File: src/logic/pet_pkg.sv
package pet_pkg;

    typedef logic [1:0] need_t;      // 0 health, 1 energy, 2 hunger, 3 fun
    typedef logic [3:0] level_t;     // Level of one need, 0..10
    typedef logic [3:0] need_vec_t;  // One bit per need

    // Operating mode of the pet
    typedef enum logic {
        ST_NORMAL = 1'b0,  // Decay runs, repeat press feeds
        ST_TEST   = 1'b1   // Decay paused, repeat press toggles
    } ctrl_state_t;

    localparam int NUM_NEEDS = 4;  // Health, energy, hunger, fun

    localparam level_t LEVEL_INIT = 4'd8;   // Power-up and long-reset level
    localparam level_t LEVEL_MAX  = 4'd10;  // Feed saturates here
    localparam level_t HAPPY_MIN  = 4'd5;   // Happy face from this level up
    localparam level_t TEST_LOW   = 4'd1;   // Test toggle low value
    localparam level_t TEST_HIGH  = 4'd10;  // Test toggle high value

    localparam logic [4:0] HOLD_CYCLES = 5'd16;  // Long-press length in cycles

    localparam int DECAY_CNT_W = 8;  // Decay counter width

    // Decay periods in clock cycles
    localparam logic [DECAY_CNT_W-1:0] DECAY_HEALTH = 8'd120;
    localparam logic [DECAY_CNT_W-1:0] DECAY_ENERGY = 8'd100;
    localparam logic [DECAY_CNT_W-1:0] DECAY_HUNGER = 8'd70;
    localparam logic [DECAY_CNT_W-1:0] DECAY_FUN    = 8'd50;

endpackage

File: src/logic/decay_timer.sv
`timescale 1ns/1ps

module decay_timer (
    input  logic               clk,
    input  logic               rst_n,
    input  logic               test_mode,
    output pet_pkg::need_vec_t tick
);

    logic [pet_pkg::DECAY_CNT_W-1:0] period [pet_pkg::NUM_NEEDS];  // Per-need period
    logic [pet_pkg::DECAY_CNT_W-1:0] cnt [pet_pkg::NUM_NEEDS];     // Free-running counts
    pet_pkg::need_vec_t              wrap;                         // Counter at last value

    assign period[0] = pet_pkg::DECAY_HEALTH;
    assign period[1] = pet_pkg::DECAY_ENERGY;
    assign period[2] = pet_pkg::DECAY_HUNGER;
    assign period[3] = pet_pkg::DECAY_FUN;

    always_comb begin
        for (int i = 0; i < pet_pkg::NUM_NEEDS; i++) begin
            wrap[i] = (cnt[i] == period[i] - 8'd1);
        end
    end

    // Counters cleared and frozen in test mode
    always_ff @(posedge clk or negedge rst_n) begin
        if (!rst_n) begin
            for (int i = 0; i < pet_pkg::NUM_NEEDS; i++) begin
                cnt[i] <= '0;
            end
        end else begin
            for (int i = 0; i < pet_pkg::NUM_NEEDS; i++) begin
                if (test_mode || wrap[i]) begin
                    cnt[i] <= '0;
                end else begin
                    cnt[i] <= cnt[i] + 8'd1;
                end
            end
        end
    end

    assign tick = test_mode ? '0 : wrap;  // Silent while paused

endmodule

File: src/logic/key_scanner.sv
`timescale 1ns/1ps

module key_scanner (
    input  logic               clk,
    input  logic               rst_n,
    input  logic               btn_health,
    input  logic               btn_energy,
    input  logic               btn_hunger,
    input  logic               btn_fun,
    input  logic               btn_reset,
    input  logic               btn_test,
    output pet_pkg::need_vec_t press,
    output logic               hold_reset,
    output logic               hold_test
);

    logic [5:0]         btn_raw;     // All six buttons, need buttons low
    logic [5:0]         btn_meta;    // First sync stage
    logic [5:0]         btn_sync;    // Second sync stage
    pet_pkg::need_vec_t need_prev;   // Need buttons one cycle late
    pet_pkg::need_vec_t need_rise;   // Rising edges this cycle
    pet_pkg::need_vec_t need_first;  // Lowest rising edge only
    logic [1:0]         hold_btn;    // [0] reset, [1] test
    logic [4:0]         hold_cnt [2];
    logic [1:0]         hold_hit;

    assign btn_raw = {btn_test, btn_reset, btn_fun, btn_hunger, btn_energy, btn_health};

    // Two-flop synchronizer on every button
    always_ff @(posedge clk or negedge rst_n) begin
        if (!rst_n) begin
            btn_meta <= '0;
            btn_sync <= '0;
        end else begin
            btn_meta <= btn_raw;
            btn_sync <= btn_meta;
        end
    end

    assign need_rise  = btn_sync[3:0] & ~need_prev;
    assign need_first = need_rise & (~need_rise + 4'd1);  // Isolate lowest set bit

    // Registered edge detect so the press lands on the third edge
    always_ff @(posedge clk or negedge rst_n) begin
        if (!rst_n) begin
            need_prev <= '0;
            press     <= '0;
        end else begin
            need_prev <= btn_sync[3:0];
            press     <= need_first;
        end
    end

    assign hold_btn = btn_sync[5:4];

    // Saturating hold counters that pulse once per continuous hold
    always_ff @(posedge clk or negedge rst_n) begin
        if (!rst_n) begin
            hold_cnt[0] <= '0;
            hold_cnt[1] <= '0;
            hold_hit    <= '0;
        end else begin
            for (int i = 0; i < 2; i++) begin
                if (!hold_btn[i]) begin
                    hold_cnt[i] <= '0;                   // Release rearms
                end else if (hold_cnt[i] != pet_pkg::HOLD_CYCLES) begin
                    hold_cnt[i] <= hold_cnt[i] + 5'd1;   // Stops at HOLD_CYCLES
                end
                hold_hit[i] <= hold_btn[i] && (hold_cnt[i] == pet_pkg::HOLD_CYCLES - 5'd1);
            end
        end
    end

    assign hold_reset = hold_hit[0];
    assign hold_test  = hold_hit[1];

    a_press_onehot: assert property (@(posedge clk) disable iff (!rst_n)
        $onehot0(press));

endmodule

File: src/logic/need_bank.sv
`timescale 1ns/1ps

module need_bank (
    input  logic               clk,
    input  logic               rst_n,
    input  pet_pkg::need_t     sel_need,
    input  logic               feed,
    input  logic               toggle,
    input  logic               reset_all,
    input  pet_pkg::need_vec_t tick,
    input  logic               test_mode,
    output pet_pkg::level_t    level,
    output logic               happy
);

    pet_pkg::level_t lvl [pet_pkg::NUM_NEEDS];  // One level per need

    // Level update, reset_all first, then feed/toggle, then decay
    always_ff @(posedge clk or negedge rst_n) begin
        if (!rst_n) begin
            for (int i = 0; i < pet_pkg::NUM_NEEDS; i++) begin
                lvl[i] <= pet_pkg::LEVEL_INIT;
            end
        end else if (reset_all) begin
            for (int i = 0; i < pet_pkg::NUM_NEEDS; i++) begin
                lvl[i] <= pet_pkg::LEVEL_INIT;
            end
        end else begin
            for (int i = 0; i < pet_pkg::NUM_NEEDS; i++) begin
                if (feed && sel_need == pet_pkg::need_t'(i)) begin
                    if (lvl[i] < pet_pkg::LEVEL_MAX) begin
                        lvl[i] <= lvl[i] + 4'd1;          // Saturating feed
                    end
                end else if (toggle && sel_need == pet_pkg::need_t'(i)) begin
                    if (lvl[i] == pet_pkg::TEST_LOW) begin
                        lvl[i] <= pet_pkg::TEST_HIGH;
                    end else begin
                        lvl[i] <= pet_pkg::TEST_LOW;      // Any other value goes low
                    end
                end else if (tick[i] && lvl[i] != '0) begin
                    lvl[i] <= lvl[i] - 4'd1;              // Decay, floor at 0
                end
            end
        end
    end

    assign level = lvl[sel_need];
    assign happy = (level >= pet_pkg::HAPPY_MIN);

    for (genvar g = 0; g < pet_pkg::NUM_NEEDS; g++) begin : g_lvl_chk
        a_lvl_max: assert property (@(posedge clk) disable iff (!rst_n)
            lvl[g] <= pet_pkg::LEVEL_MAX);
    end

    // Decay must be paused by the timer while in test mode
    a_no_tick_test: assert property (@(posedge clk) disable iff (!rst_n)
        !(test_mode && |tick));

endmodule

File: src/logic/pet_control.sv
`timescale 1ns/1ps

module pet_control (
    input  logic               clk,
    input  logic               rst_n,
    input  pet_pkg::need_vec_t press,
    input  logic               hold_reset,
    input  logic               hold_test,
    output pet_pkg::need_t     sel_need,
    output logic               test_mode,
    output logic               feed,
    output logic               toggle,
    output logic               reset_all
);

    pet_pkg::ctrl_state_t state;
    pet_pkg::need_t       press_idx;  // Index of the pressed need
    logic                 press_any;
    logic                 press_sel;  // Press hits the current selection

    // One-hot press to index
    always_comb begin
        press_idx = '0;
        for (int i = 0; i < pet_pkg::NUM_NEEDS; i++) begin
            if (press[i]) begin
                press_idx = pet_pkg::need_t'(i);
            end
        end
    end

    assign press_any = |press;
    assign press_sel = press[sel_need];
    assign test_mode = (state == pet_pkg::ST_TEST);

    // Mode FSM, selection and command pulses
    always_ff @(posedge clk or negedge rst_n) begin
        if (!rst_n) begin
            state     <= pet_pkg::ST_NORMAL;
            sel_need  <= '0;                      // Health
            feed      <= 1'b0;
            toggle    <= 1'b0;
            reset_all <= 1'b0;
        end else begin
            feed      <= 1'b0;                    // Pulses last one cycle
            toggle    <= 1'b0;
            reset_all <= 1'b0;
            if (hold_reset) begin                 // Beats hold_test
                state     <= pet_pkg::ST_NORMAL;
                sel_need  <= '0;
                reset_all <= 1'b1;
            end else begin
                if (hold_test) begin
                    state <= pet_pkg::ST_TEST;
                end
                if (press_any) begin
                    if (press_sel) begin
                        case (state)
                            pet_pkg::ST_NORMAL: feed   <= 1'b1;
                            pet_pkg::ST_TEST:   toggle <= 1'b1;
                            default:            feed   <= 1'b0;
                        endcase
                    end else begin
                        sel_need <= press_idx;    // New need, select only
                    end
                end
            end
        end
    end

    a_cmd_excl: assert property (@(posedge clk) disable iff (!rst_n)
        $onehot0({feed, toggle, reset_all}));

    a_toggle_test: assert property (@(posedge clk) disable iff (!rst_n)
        toggle |-> (state == pet_pkg::ST_TEST));

endmodule

File: src/logic/pet_top.sv
`timescale 1ns/1ps

module pet_top (
    input  logic            clk,
    input  logic            rst_n,
    input  logic            btn_health,
    input  logic            btn_energy,
    input  logic            btn_hunger,
    input  logic            btn_fun,
    input  logic            btn_reset,
    input  logic            btn_test,
    output pet_pkg::need_t  need_sel,
    output pet_pkg::level_t level,
    output logic            happy,
    output logic            test_mode
);

    pet_pkg::need_vec_t press;       // One-cycle need presses
    logic               hold_reset;  // Long reset hold seen
    logic               hold_test;   // Long test hold seen
    logic               feed;
    logic               toggle;
    logic               reset_all;
    pet_pkg::need_vec_t tick;        // Per-need decay strobes

    key_scanner i_key_scanner (
        .clk        (clk),
        .rst_n      (rst_n),
        .btn_health (btn_health),
        .btn_energy (btn_energy),
        .btn_hunger (btn_hunger),
        .btn_fun    (btn_fun),
        .btn_reset  (btn_reset),
        .btn_test   (btn_test),
        .press      (press),
        .hold_reset (hold_reset),
        .hold_test  (hold_test)
    );

    pet_control i_pet_control (
        .clk        (clk),
        .rst_n      (rst_n),
        .press      (press),
        .hold_reset (hold_reset),
        .hold_test  (hold_test),
        .sel_need   (need_sel),
        .test_mode  (test_mode),
        .feed       (feed),
        .toggle     (toggle),
        .reset_all  (reset_all)
    );

    decay_timer i_decay_timer (
        .clk        (clk),
        .rst_n      (rst_n),
        .test_mode  (test_mode),
        .tick       (tick)
    );

    need_bank i_need_bank (
        .clk        (clk),
        .rst_n      (rst_n),
        .sel_need   (need_sel),
        .feed       (feed),
        .toggle     (toggle),
        .reset_all  (reset_all),
        .tick       (tick),
        .test_mode  (test_mode),
        .level      (level),
        .happy      (happy)
    );

endmodule

File: config.mk
export PLATFORM = sky130hd
export DESIGN_NAME = pet_top
export DESIGN_NICKNAME = d
export VERILOG_FILES = /design/src/logic/pet_pkg.sv /design/src/logic/decay_timer.sv /design/src/logic/key_scanner.sv /design/src/logic/need_bank.sv /design/src/logic/pet_control.sv /design/src/logic/pet_top.sv
export SDC_FILE = /design/constraint.sdc
export NUM_CORES = 1
export LEC_CHECK = 0
export BUFFER_PORTS_ARGS = -buffer_cell sky130_fd_sc_hd__buf_2
export CAP_MARGIN = 20
export CELL_PAD_IN_SITES_DETAIL_PLACEMENT = 0
export CELL_PAD_IN_SITES_GLOBAL_PLACEMENT = 1
export CORE_MARGIN = 2
export CORE_UTILIZATION = 35
export DETAILED_ROUTE_END_ITERATION = 7
export GPL_TIMING_DRIVEN = 1
export PLACE_DENSITY_LB_ADDON = 0.2
export SKIP_CTS_REPAIR_TIMING = 1
export SYNTH_ARGS = -nofsm -noshare
export SYNTH_HDL_FRONTEND = slang
export SYNTH_HIERARCHICAL = 1
export SYNTH_SLANG_ARGS = --single-unit
File: constraint.sdc
create_clock -name clk -period 5.8 [get_ports clk]
set_input_delay 0.29 -clock clk [delete_from_list [all_inputs] [get_ports clk]]
set_output_delay 0.29 -clock clk [all_outputs]
set_load 0.01 [all_outputs]
# Word-level counts from Yosys, hierarchy flattened
# Cells that the tools add are included.
# word_totals
in_bits	8
reg_bits	86
elab_cells	156
# classes
n_addsub	15
n_eq_ne	22
mux	52
order_cmp	7
n_bitwise	5
n_reduce_logical	35
# op_table
operator	count
two-way mux 4 bit	23
adder 8 x 1 -> 8 bit, second input constant	4
two-way mux 8 bit	4
nonzero test 4 bit	8
== test 8 x 7 -> 1 bit, second input constant	3
adder 4 x 1 -> 4 bit, second input constant	5
two-way mux 5 bit	4
== test 4 x 1 -> 1 bit, second input constant	4
less-than comparator 4 bit, second input constant	4
two-way mux 16 bit	1
subtractor 4 x 1 -> 4 bit, second input constant	4
logical AND 1 bit	14
two-way mux 1 bit	13
inequality test 3 bit, second input constant	4
adder 5 x 1 -> 5 bit, second input constant	2
== test 5 x 4 -> 1 bit, second input constant	2
two-way mux 2 bit	5
inequality test 5 bit, second input constant	2
AND reduction 2 bit	5
AND 4 bit	2
binary-select mux 4 bit (select 2 bit)	1
== test 8 x 6 -> 1 bit, second input constant	1
inverter 4 bit	2
inequality test 2 bit, second input constant	3
11 further kinds	16

# Logic depth before layout (Yosys ltp)
# Gate-level depths: netlist of run 1.
# logic_depth
ltp_word	7
mapped_depth	9
ltp_nobuf	8

# Cells and area by module
# The synthesis of run 1 kept the hierarchy.
# by_module_without_submodules
module	n_inst	area_per_inst_um2	cells_each
need_bank	1	1690.4	204
decay_timer	1	1552.7	157
key_scanner	1	1226.2	85
pet_control	1	297.8	26

# Worst setup path after synthesis of run 1
# OpenSTA, ideal clock, no wires.
# synth_timing
path_kind	reg2reg
start	reg i_decay_timer/cnt[16] in the netlist's numbering
end	reg i_need_bank/lvl[10] in the netlist's numbering
t_arrival_ns	2.065
setup_ns	0.094
path_stages_with_launch	9
n_path_buf	0
slack_ns	3.641
required_ns	5.706
path_cell_list	dfrtp_1 -> ha_1 -> or4b_4 -> nor4_1 -> inv_1 -> o22ai_1 -> a21oi_2 -> or3_1 -> a211oi_1
# synth_via
elab_chain_len	5
# synth_lines
element	line	source
from (decl)	decay_timer.sv:11	logic [pet_pkg::DECAY_CNT_W-1:0] cnt [pet_pkg::NUM_NEEDS];
from (signal, indexed assignment)	decay_timer.sv:36	cnt[i] <= cnt[i] + 8'd1;
== test 8 x 7 -> 1 bit	decay_timer.sv:21	wrap[i] = (cnt[i] == period[i] - 8'd1);
two-way mux 4 bit	decay_timer.sv:42	assign tick = test_mode ? '0 : wrap;
via tick[1]	pet_top.sv:24	pet_pkg::need_vec_t tick;
logical AND 1 bit	need_bank.sv:40	end else if (tick[i] && lvl[i] != '0) begin
nonzero test 4 bit (no line)	n/a	
AND reduction 2 bit (no line)	n/a	
to (signal, indexed assignment)	need_bank.sv:36	lvl[i] <= pet_pkg::TEST_HIGH;
to (signal, indexed assignment)	need_bank.sv:38	lvl[i] <= pet_pkg::TEST_LOW;
to (signal, indexed assignment)	need_bank.sv:41	lvl[i] <= lvl[i] - 4'd1;
to (decl)	need_bank.sv:16	pet_pkg::level_t lvl [pet_pkg::NUM_NEEDS];
# The timed path passes the listed nets, and every way through them passes these cells.
# A chain may end at the register's enable or synchronous reset.

# Worst setup path after layout of run 1
# layout_timing
start	reg i_pet_control.sel_need[0]
end	out happy
# layout_via
elab_chain_len	5
# layout_lines
element	line	source
from (decl)	pet_control.sv:9	output pet_pkg::need_t sel_need,
from (signal assigned)	pet_control.sv:63	sel_need <= press_idx;
inverter 2 -> 3 bit (not written as such)	need_bank.sv:47	assign level = lvl[sel_need];
binary-select mux 4 bit (select 2 bit)	need_bank.sv:47	
two-way mux 4 bit (not written as such) (2 in a row)	need_bank.sv:47	
>= comparator 4 x 3 -> 1 bit	need_bank.sv:48	assign happy = (level >= pet_pkg::HAPPY_MIN);
to (decl)	pet_top.sv:14	output logic happy,
# No other way between the ends. The select of a mux whose other input is x is not followed.

==> metrics.md, run 1 <==
| Metric | Value |
|---|---|
| DP Worst Slack | about 3300 ps |
| Pwr Density | 426 nW/um^2 |
| Vias per cell | 5.32 |
| Ys Warns | 6 |
| Mean Syn Cell Area | a little over 10 sq um |
| DPL Wire Length | roughly 6600 um |
| Placed cells | around 650 |
| Chip width | between 100 and 150 um |
| Commonest cells in the synthesized netlist | dfrtp_1, nor2_1, nand2_1 |
| Drt wl/cell | between 10 and 15 um |
| Grt met2 use | 0.222 |
| CTS Sinks | 86 |
| Slew headroom | 0.424 |
| Yosys top cell area share | 0.430 |
| Synth cell types | 74 |
| TritonRoute pass-1 iters | 4 |
| Clock Skews | between 9 and 10 ps |
| Largest net degree at the start of global routing | between 60 and 70 |
| Area of the die | ~15000 sq um |
| Top cells by area, synth | dfrtp_1, ha_1, o21ai_0 |
| Post-synthesis net count | between 500 and 600 |
| Crit end category | primary output |
| GR Util met3 | 0.0288 |
| Setup violations, final | 0 |
| Worst r2r src | i_decay_timer/cnt[16]$_DFF_PN0_ |
| Required @ worst endpoint | 5510 ps |
| DRC | 0 |
| Clock Tree Buf Depth | 2 |
| Critical Path Start | i_pet_control/sel_need[0]$_DFFE_PN0P_ |
| Worst R2R Path Depth | 8 |
| CTS root buffer | clkbuf_16 |
| Synth Register Bits | 86 |
| Wire length of the first global-routing pass | 16700 um |
| Max Cap Viol | 0 |
| Initial antenna violation count | 0 |
| Top FF cell, synth | dfrtp_1 |
| Status | finished, final reports clean |
| Worst Setup Path Type | reg -> out |
| Peak VDD IR | 0.201 mV |
| Vias in the first global route | approximately 3400 |
| Reg2reg end | i_need_bank/lvl[10]$_DFFE_PN0P_ |
| Post-synth EDFFs | 0 |
| Row count | 42 |
| CTS HTree Levels | 3 |
| Final Cycle Share | 0.439 |
| Num CTS Buffers | 9 |
| Starting DRT DRC Count | ~250 |
| Core Area | about 13000 sq um |
| DR vias | about 3500 |
| Total power | 2.26 mW |
| Critical Path Start Type | flip-flop |
| Drt total wl | a little under 10000 um |
| Critical Path AT | about 2300 ps |
| Worst-Skew Late Latency | between 300 and 400 ps |
| DIE HEIGHT | ~120 um |
| Worst Path Max Fanout | 23 |
| Final GP Congestion | 0.806 |
| Area delta synth->final | 11.5% |
| Met1 Usage GRT | 0.194 |
| Busiest metal layer after global routing | met2 |
| Seq/Total Area, Yosys | 0.452 |
| Final antenna-violating net count | 0 |
| Mapped Cells | about 470 |
| Mapped Area | roughly 4800 sq um |
| Setup TNS | 0 ps |
| RSZ-0062 raised after global routing | no |
| HP Class | in -> reg |
| GR Overflow Total | 0 |
| GRT Resource Usage Total | 0.142 |
| Final hold vios | 0 |
| R2R setup slack | 3350 ps |
| Pins over their slew limit | 0 |
| TritonCTS clock tree | done |
| Fin worst setup slack | about 3300 ps |
| Share of cells above drive strength 1 | 0.123 |
| Worst Tran Pin Value | between 800 and 900 ps |
| Fmax | between 0.3 and 0.4 GHz |
| # diodes | 0 |
| Clock period minus worst slack | 2540 ps |
| Clk slew on worst S/H paths | roughly 70 ps |
| Final Net Count | 519 |
| Setup crit end | happy |
| Final Non-Filler Cells | approximately 670 |
| Asr flop ratio synth | 1.00 |
| IO Pins | 16 |
| Starting density of the core | 0.359 |
| Area leader, netlist | dfrtp_1 |
| Port buffer count | 15 |
| LEAKAGE | 2.26 nW |
| Most frequent cell after synthesis | dfrtp_1 |
| FILL cells | approximately 1300 |
==> critical path, stage by stage (launching register included) <==
cell and delay [ps]:
dfrtp_1 910, mux4_2 620, o21ai_0 180, nand2b_1 70
buf_2 130
==> logic make-up (layout without fill, tap and decap cells) <==
kind of cell    after synthesis  after routing  synth area share
xor+xnor                     13             13            0.0239
buf+inv                      45             62            0.0396
flops                        86             86             0.452
simple gates                170            170             0.205
fa+ha+maj                    27             27            0.0709
mux                          16             16            0.0467
compound gates              115            115             0.162
==> cell usage in the layout (no fill, tap or decap), drive strengths merged, types with 9 or more instances in the layout <==
cell / count
a21oi: 23
buf: 16
clkbuf: 9
dfrtp: 82
ha: 27
inv: 34
mux2i: 11
nand2: 35
nand2b: 11
nand3: 17
nor2: 36
o21ai: 33
o22ai: 12
o31ai: 9
or3: 13
==> state kept, by name, indices dropped and copies added (netlist names) <==
signal and count:
i_key_scanner/hold_cnt 10, i_pet_control/reset_all 1, i_decay_timer/cnt 32, i_need_bank/lvl 16, i_key_scanner/btn_sync 6, i_key_scanner/need_prev 4
i_key_scanner/btn_meta 6, i_pet_control/sel_need 2, i_key_scanner/press 4, i_pet_control/toggle 1, i_pet_control/test_mode 1, i_key_scanner/hold_hit 2
i_pet_control/feed 1
==> power breakdown <==
part / leakage, nW / switching (mW) / total (mW) / internal (mW)
Combinational: 1.04 / 0.331 / 0.649 / 0.317
Clock: 0.155 / 0.262 / 0.608 / 0.345
Sequential: 1.06 / 0.259 / 1.01 / 0.747
==> final cells by class <==
type | count | area, sq um | area share
Clock buffer | 9 | 225 | 0.0424
Clock inverter | 7 | 87.6 | 0.0165
Inverter | 29 | 109 | 0.0205
Multi-Input combinational cell | 341 | 2420 | 0.456
Sequential cell | 86 | 2160 | 0.406
Tap cell | 176 | 220 | 0.0414
Timing Repair Buffer | 17 | 95.1 | 0.0179
==> layer usage <==
metal,part of all wire,vias to the layer above
li1,-,1737
met1,0.50,1752
met2,0.46,36
met3,0.025,12
met4,0.017,0
met5,0,-
==> metrics by stage <==
stage | util | area [sq um] | hold WS [ps]
2_1_floorplan | - | 4770 | -5.59
3_3_place_gp | 0.375 | 4990 | 212
3_5_place_dp | 0.375 | 4990 | 212
4_1_cts | 0.399 | 5310 | -164
5_1_grt | 0.400 | 5320 | 34.3
6_report | 0.400 | 5320 | 51.2
==> worst min path at each step <==
stage | from | endpoint | slack [ps] | cells past startpoint
6_report | btn_fun | i_key_scanner/btn_meta[3]$_DFF_PN0_ | 50 | 1
5_1_grt | btn_reset | i_key_scanner/btn_meta[4]$_DFF_PN0_ | 30 | 1
4_1_cts | rst_n | i_need_bank/lvl[12]$_DFFE_PN0P_ | -160 | 1
3_5_place_dp | rst_n | i_need_bank/lvl[12]$_DFFE_PN0P_ | 210 | 1
3_3_place_gp | rst_n | i_need_bank/lvl[12]$_DFFE_PN0P_ | 210 | 1
2_1_floorplan | rst_n | i_decay_timer/cnt[0]$_DFF_PN0_ | -6 | 0
No activity file was read; power rests on OpenSTA's default activity.
==> inputs of run 2 (changes only) <==
==> constraint.sdc (replaced) <==
create_clock -name clk -period 2.2 [get_ports clk]
set_input_delay 0.11 -clock clk [delete_from_list [all_inputs] [get_ports clk]]
set_output_delay 0.11 -clock clk [all_outputs]
set_load 0.01 [all_outputs]
==> metrics.md, run 2 (synthesis results as in run 1) <==
| Metric | Value |
|---|---|
| Status | finished, final reports clean |
| Worst-Skew Late Latency | 340 ps |
| Starting density of the core | 0.359 |
| Worst Path Max Fanout | 2 |
| Clock Tree Buf Depth | 2 |
| Final Cycle Share | 0.968 |
| Required @ worst endpoint | around 2500 ps |
| LEAKAGE | ~2.4 nW |
| Drt wl/cell | around 15 um |
| R2R setup slack | 70 ps |
| Peak VDD IR | 0.500 mV |
| CTS root buffer | clkbuf_16 |
| Pins over their slew limit | 0 |
| Max Cap Viol | 0 |
| Final core occ | 0.424 |
| Routed length on met1 | about 4800 um |
| DIE HEIGHT | 121 um |
| Final hold vios | 0 |
| RSZ-0062 raised after global routing | yes |
| Final Non-Filler Cells | between 600 and 700 |
| Largest regs | i_decay_timer/cnt: 32 flops, i_need_bank/lvl: 16 flops, i_key_scanner/hold_cnt: 10 flops |
| Top delay family on crit path | simple AND/OR/NAND/NOR gates |
| Starting DRT DRC Count | 171 |
| Commonest non-fill, non-tap cell in the layout | dfrtp_1 |
| Initial antenna violation count | 0 |
| DR vias | between 3000 and 4000 |
| DPL Wire Length | about 7100 um |
| Chip width | roughly 120 um |
| Largest reg by FF count | i_decay_timer/cnt |
| Row count | 42 |
| Flop pwr share | 0.413 |
| Crit path cell chain | ha_1, or4b_4, nor4_4, inv_1, o22ai_2, a21oi_2, or3_4, a211oi_2 |
| Leading cell types in the layout, fill and taps excluded | dfrtp_1, nor2_1, nand2_1 |
| TritonCTS clock tree | done |
| Worst Tran Pin Value | 584 ps |
| Crit path largest cell delay | between 500 and 600 ps |
| Slowest stage cell, crit path | or4b_4 |
| Final antenna-violating net count | 0 |
| Switch share | 0.367 |
| Wire length of the first global-routing pass | roughly 18000 um |
| Area after DPL | 5210 sq um |
| Core Area | between 10000 and 15000 sq um |
| Share of cells above drive strength 1 | 0.184 |
| GR Overflow Total | 0 |
| Fmax | around 0.47 GHz |
| Area delta synth->final | 18.1% |
| Worst Setup Path Type | reg -> reg |
| Placed cells | 675 |
| DRC | 0 |
| CP bufs+invs | 1 |
| Pwr Density | approximately 1100 nW/um^2 |
| HP Class | in -> async |
| Setup violations, final | 0 |
| Clk slew on worst S/H paths | 70 ps |
| Final Net Count | 552 |
| Clock Skews | 6.56 ps |
| CTS Sinks | 86 |
| GRT Resource Usage Total | 0.151 |
| Crit end category | flip-flop |
| Critical Path Start Type | flip-flop |
| Vias per cell | approximately 5.3 |
| Clock network fraction of design power | 0.254 |
| Critical Path AT | ~2400 ps |
| Area of the die | about 15000 sq um |
| Port buffer count | 15 |
| Comb power frac | 0.333 |
| Wire length on met2 | ~4900 um |
| Cell area after layout | 5630 sq um |
| Routed length on met3 | approximately 330 um |
| FILL cells | between 1000 and 1500 |
| IO Pins | 16 |
| CTS HTree Levels | 3 |
| Final GP Congestion | just under 0.8 |
| Top sig layer | met4 |
| Switching power | approximately 2.3 mW |
| Largest net degree at the start of global routing | 40 |
| # diodes | 0 |
| Vias in the first global route | between 3000 and 4000 |
| Clock period minus worst slack | about 2100 ps |
| Drt total wl | 10100 um |
| Slew headroom | 0.610 |
| Max FFs per register | 32 |
| Internal | roughly 3.9 mW |
| Num CTS Buffers | 9 |
| TritonRoute pass-1 iters | 4 |
## run 2: layout make-up
type / count / area (sq um) / share of cell area
clock buffer: 10 / 239 / 0.0424
timing repair buffer: 50 / 370 / 0.0658
sequential: 86 / 2160 / 0.383
multi-input combinational: 341 / 2470 / 0.438
tap: 176 / 220 / 0.0391
clock inverter: 6 / 66.3 / 0.0118
inverter: 29 / 109 / 0.0193
## run 2: worst paths after layout
kind                                                           from                                  end  cells after the start
worst max-delay path                i_decay_timer/cnt[16]$_DFF_PN0_      i_need_bank/lvl[10]$_DFFE_PN0P_                      8
worst min-delay path                                          rst_n      i_decay_timer/cnt[31]$_DFF_PN0_                      2
worst max register to register      i_decay_timer/cnt[16]$_DFF_PN0_      i_need_bank/lvl[10]$_DFFE_PN0P_                      8
worst min register to register  i_key_scanner/btn_meta[2]$_DFF_PN0_  i_key_scanner/btn_sync[2]$_DFF_PN0_                      0
max in group asynchronous                                     rst_n       i_need_bank/lvl[3]$_DFFE_PN1P_                      3
min in group clk                i_key_scanner/btn_meta[2]$_DFF_PN0_  i_key_scanner/btn_sync[2]$_DFF_PN0_                      0
## run 2: per-layer routing
| layer | global-route usage | up-vias |
|---|---|---|
| met3 | 0.0458 | 11 |
| met5 | 0 | - |
| met2 | 0.251 | 54 |
| li1 | - | 1812 |
| met4 | 0.0501 | 0 |
| met1 | 0.188 | 1798 |
## run 2: stage by stage
stage               worst slack (ps)  TNS (ps)  hold WS [ps]  power [mW]
detailed placement              1.27         0          73.4        4.54
global route                   -64.9     -64.9           275        6.64
CTS                            -80.5      -108          -301        6.14
global placement                61.8         0          77.6        4.50
finish                          70.1         0           246        6.13
floorplan                       41.3         0          -186        3.85
## run 2: power groups by stage
stage               clock (mW)  combinational, mW  sequential (mW)
CTS                       1.62               2.01             2.52
finish                    1.56               2.04             2.53
global route              1.69               2.34             2.61
global placement             0               1.97             2.53
floorplan                    0               1.51             2.34
detailed placement           0               2.00             2.54
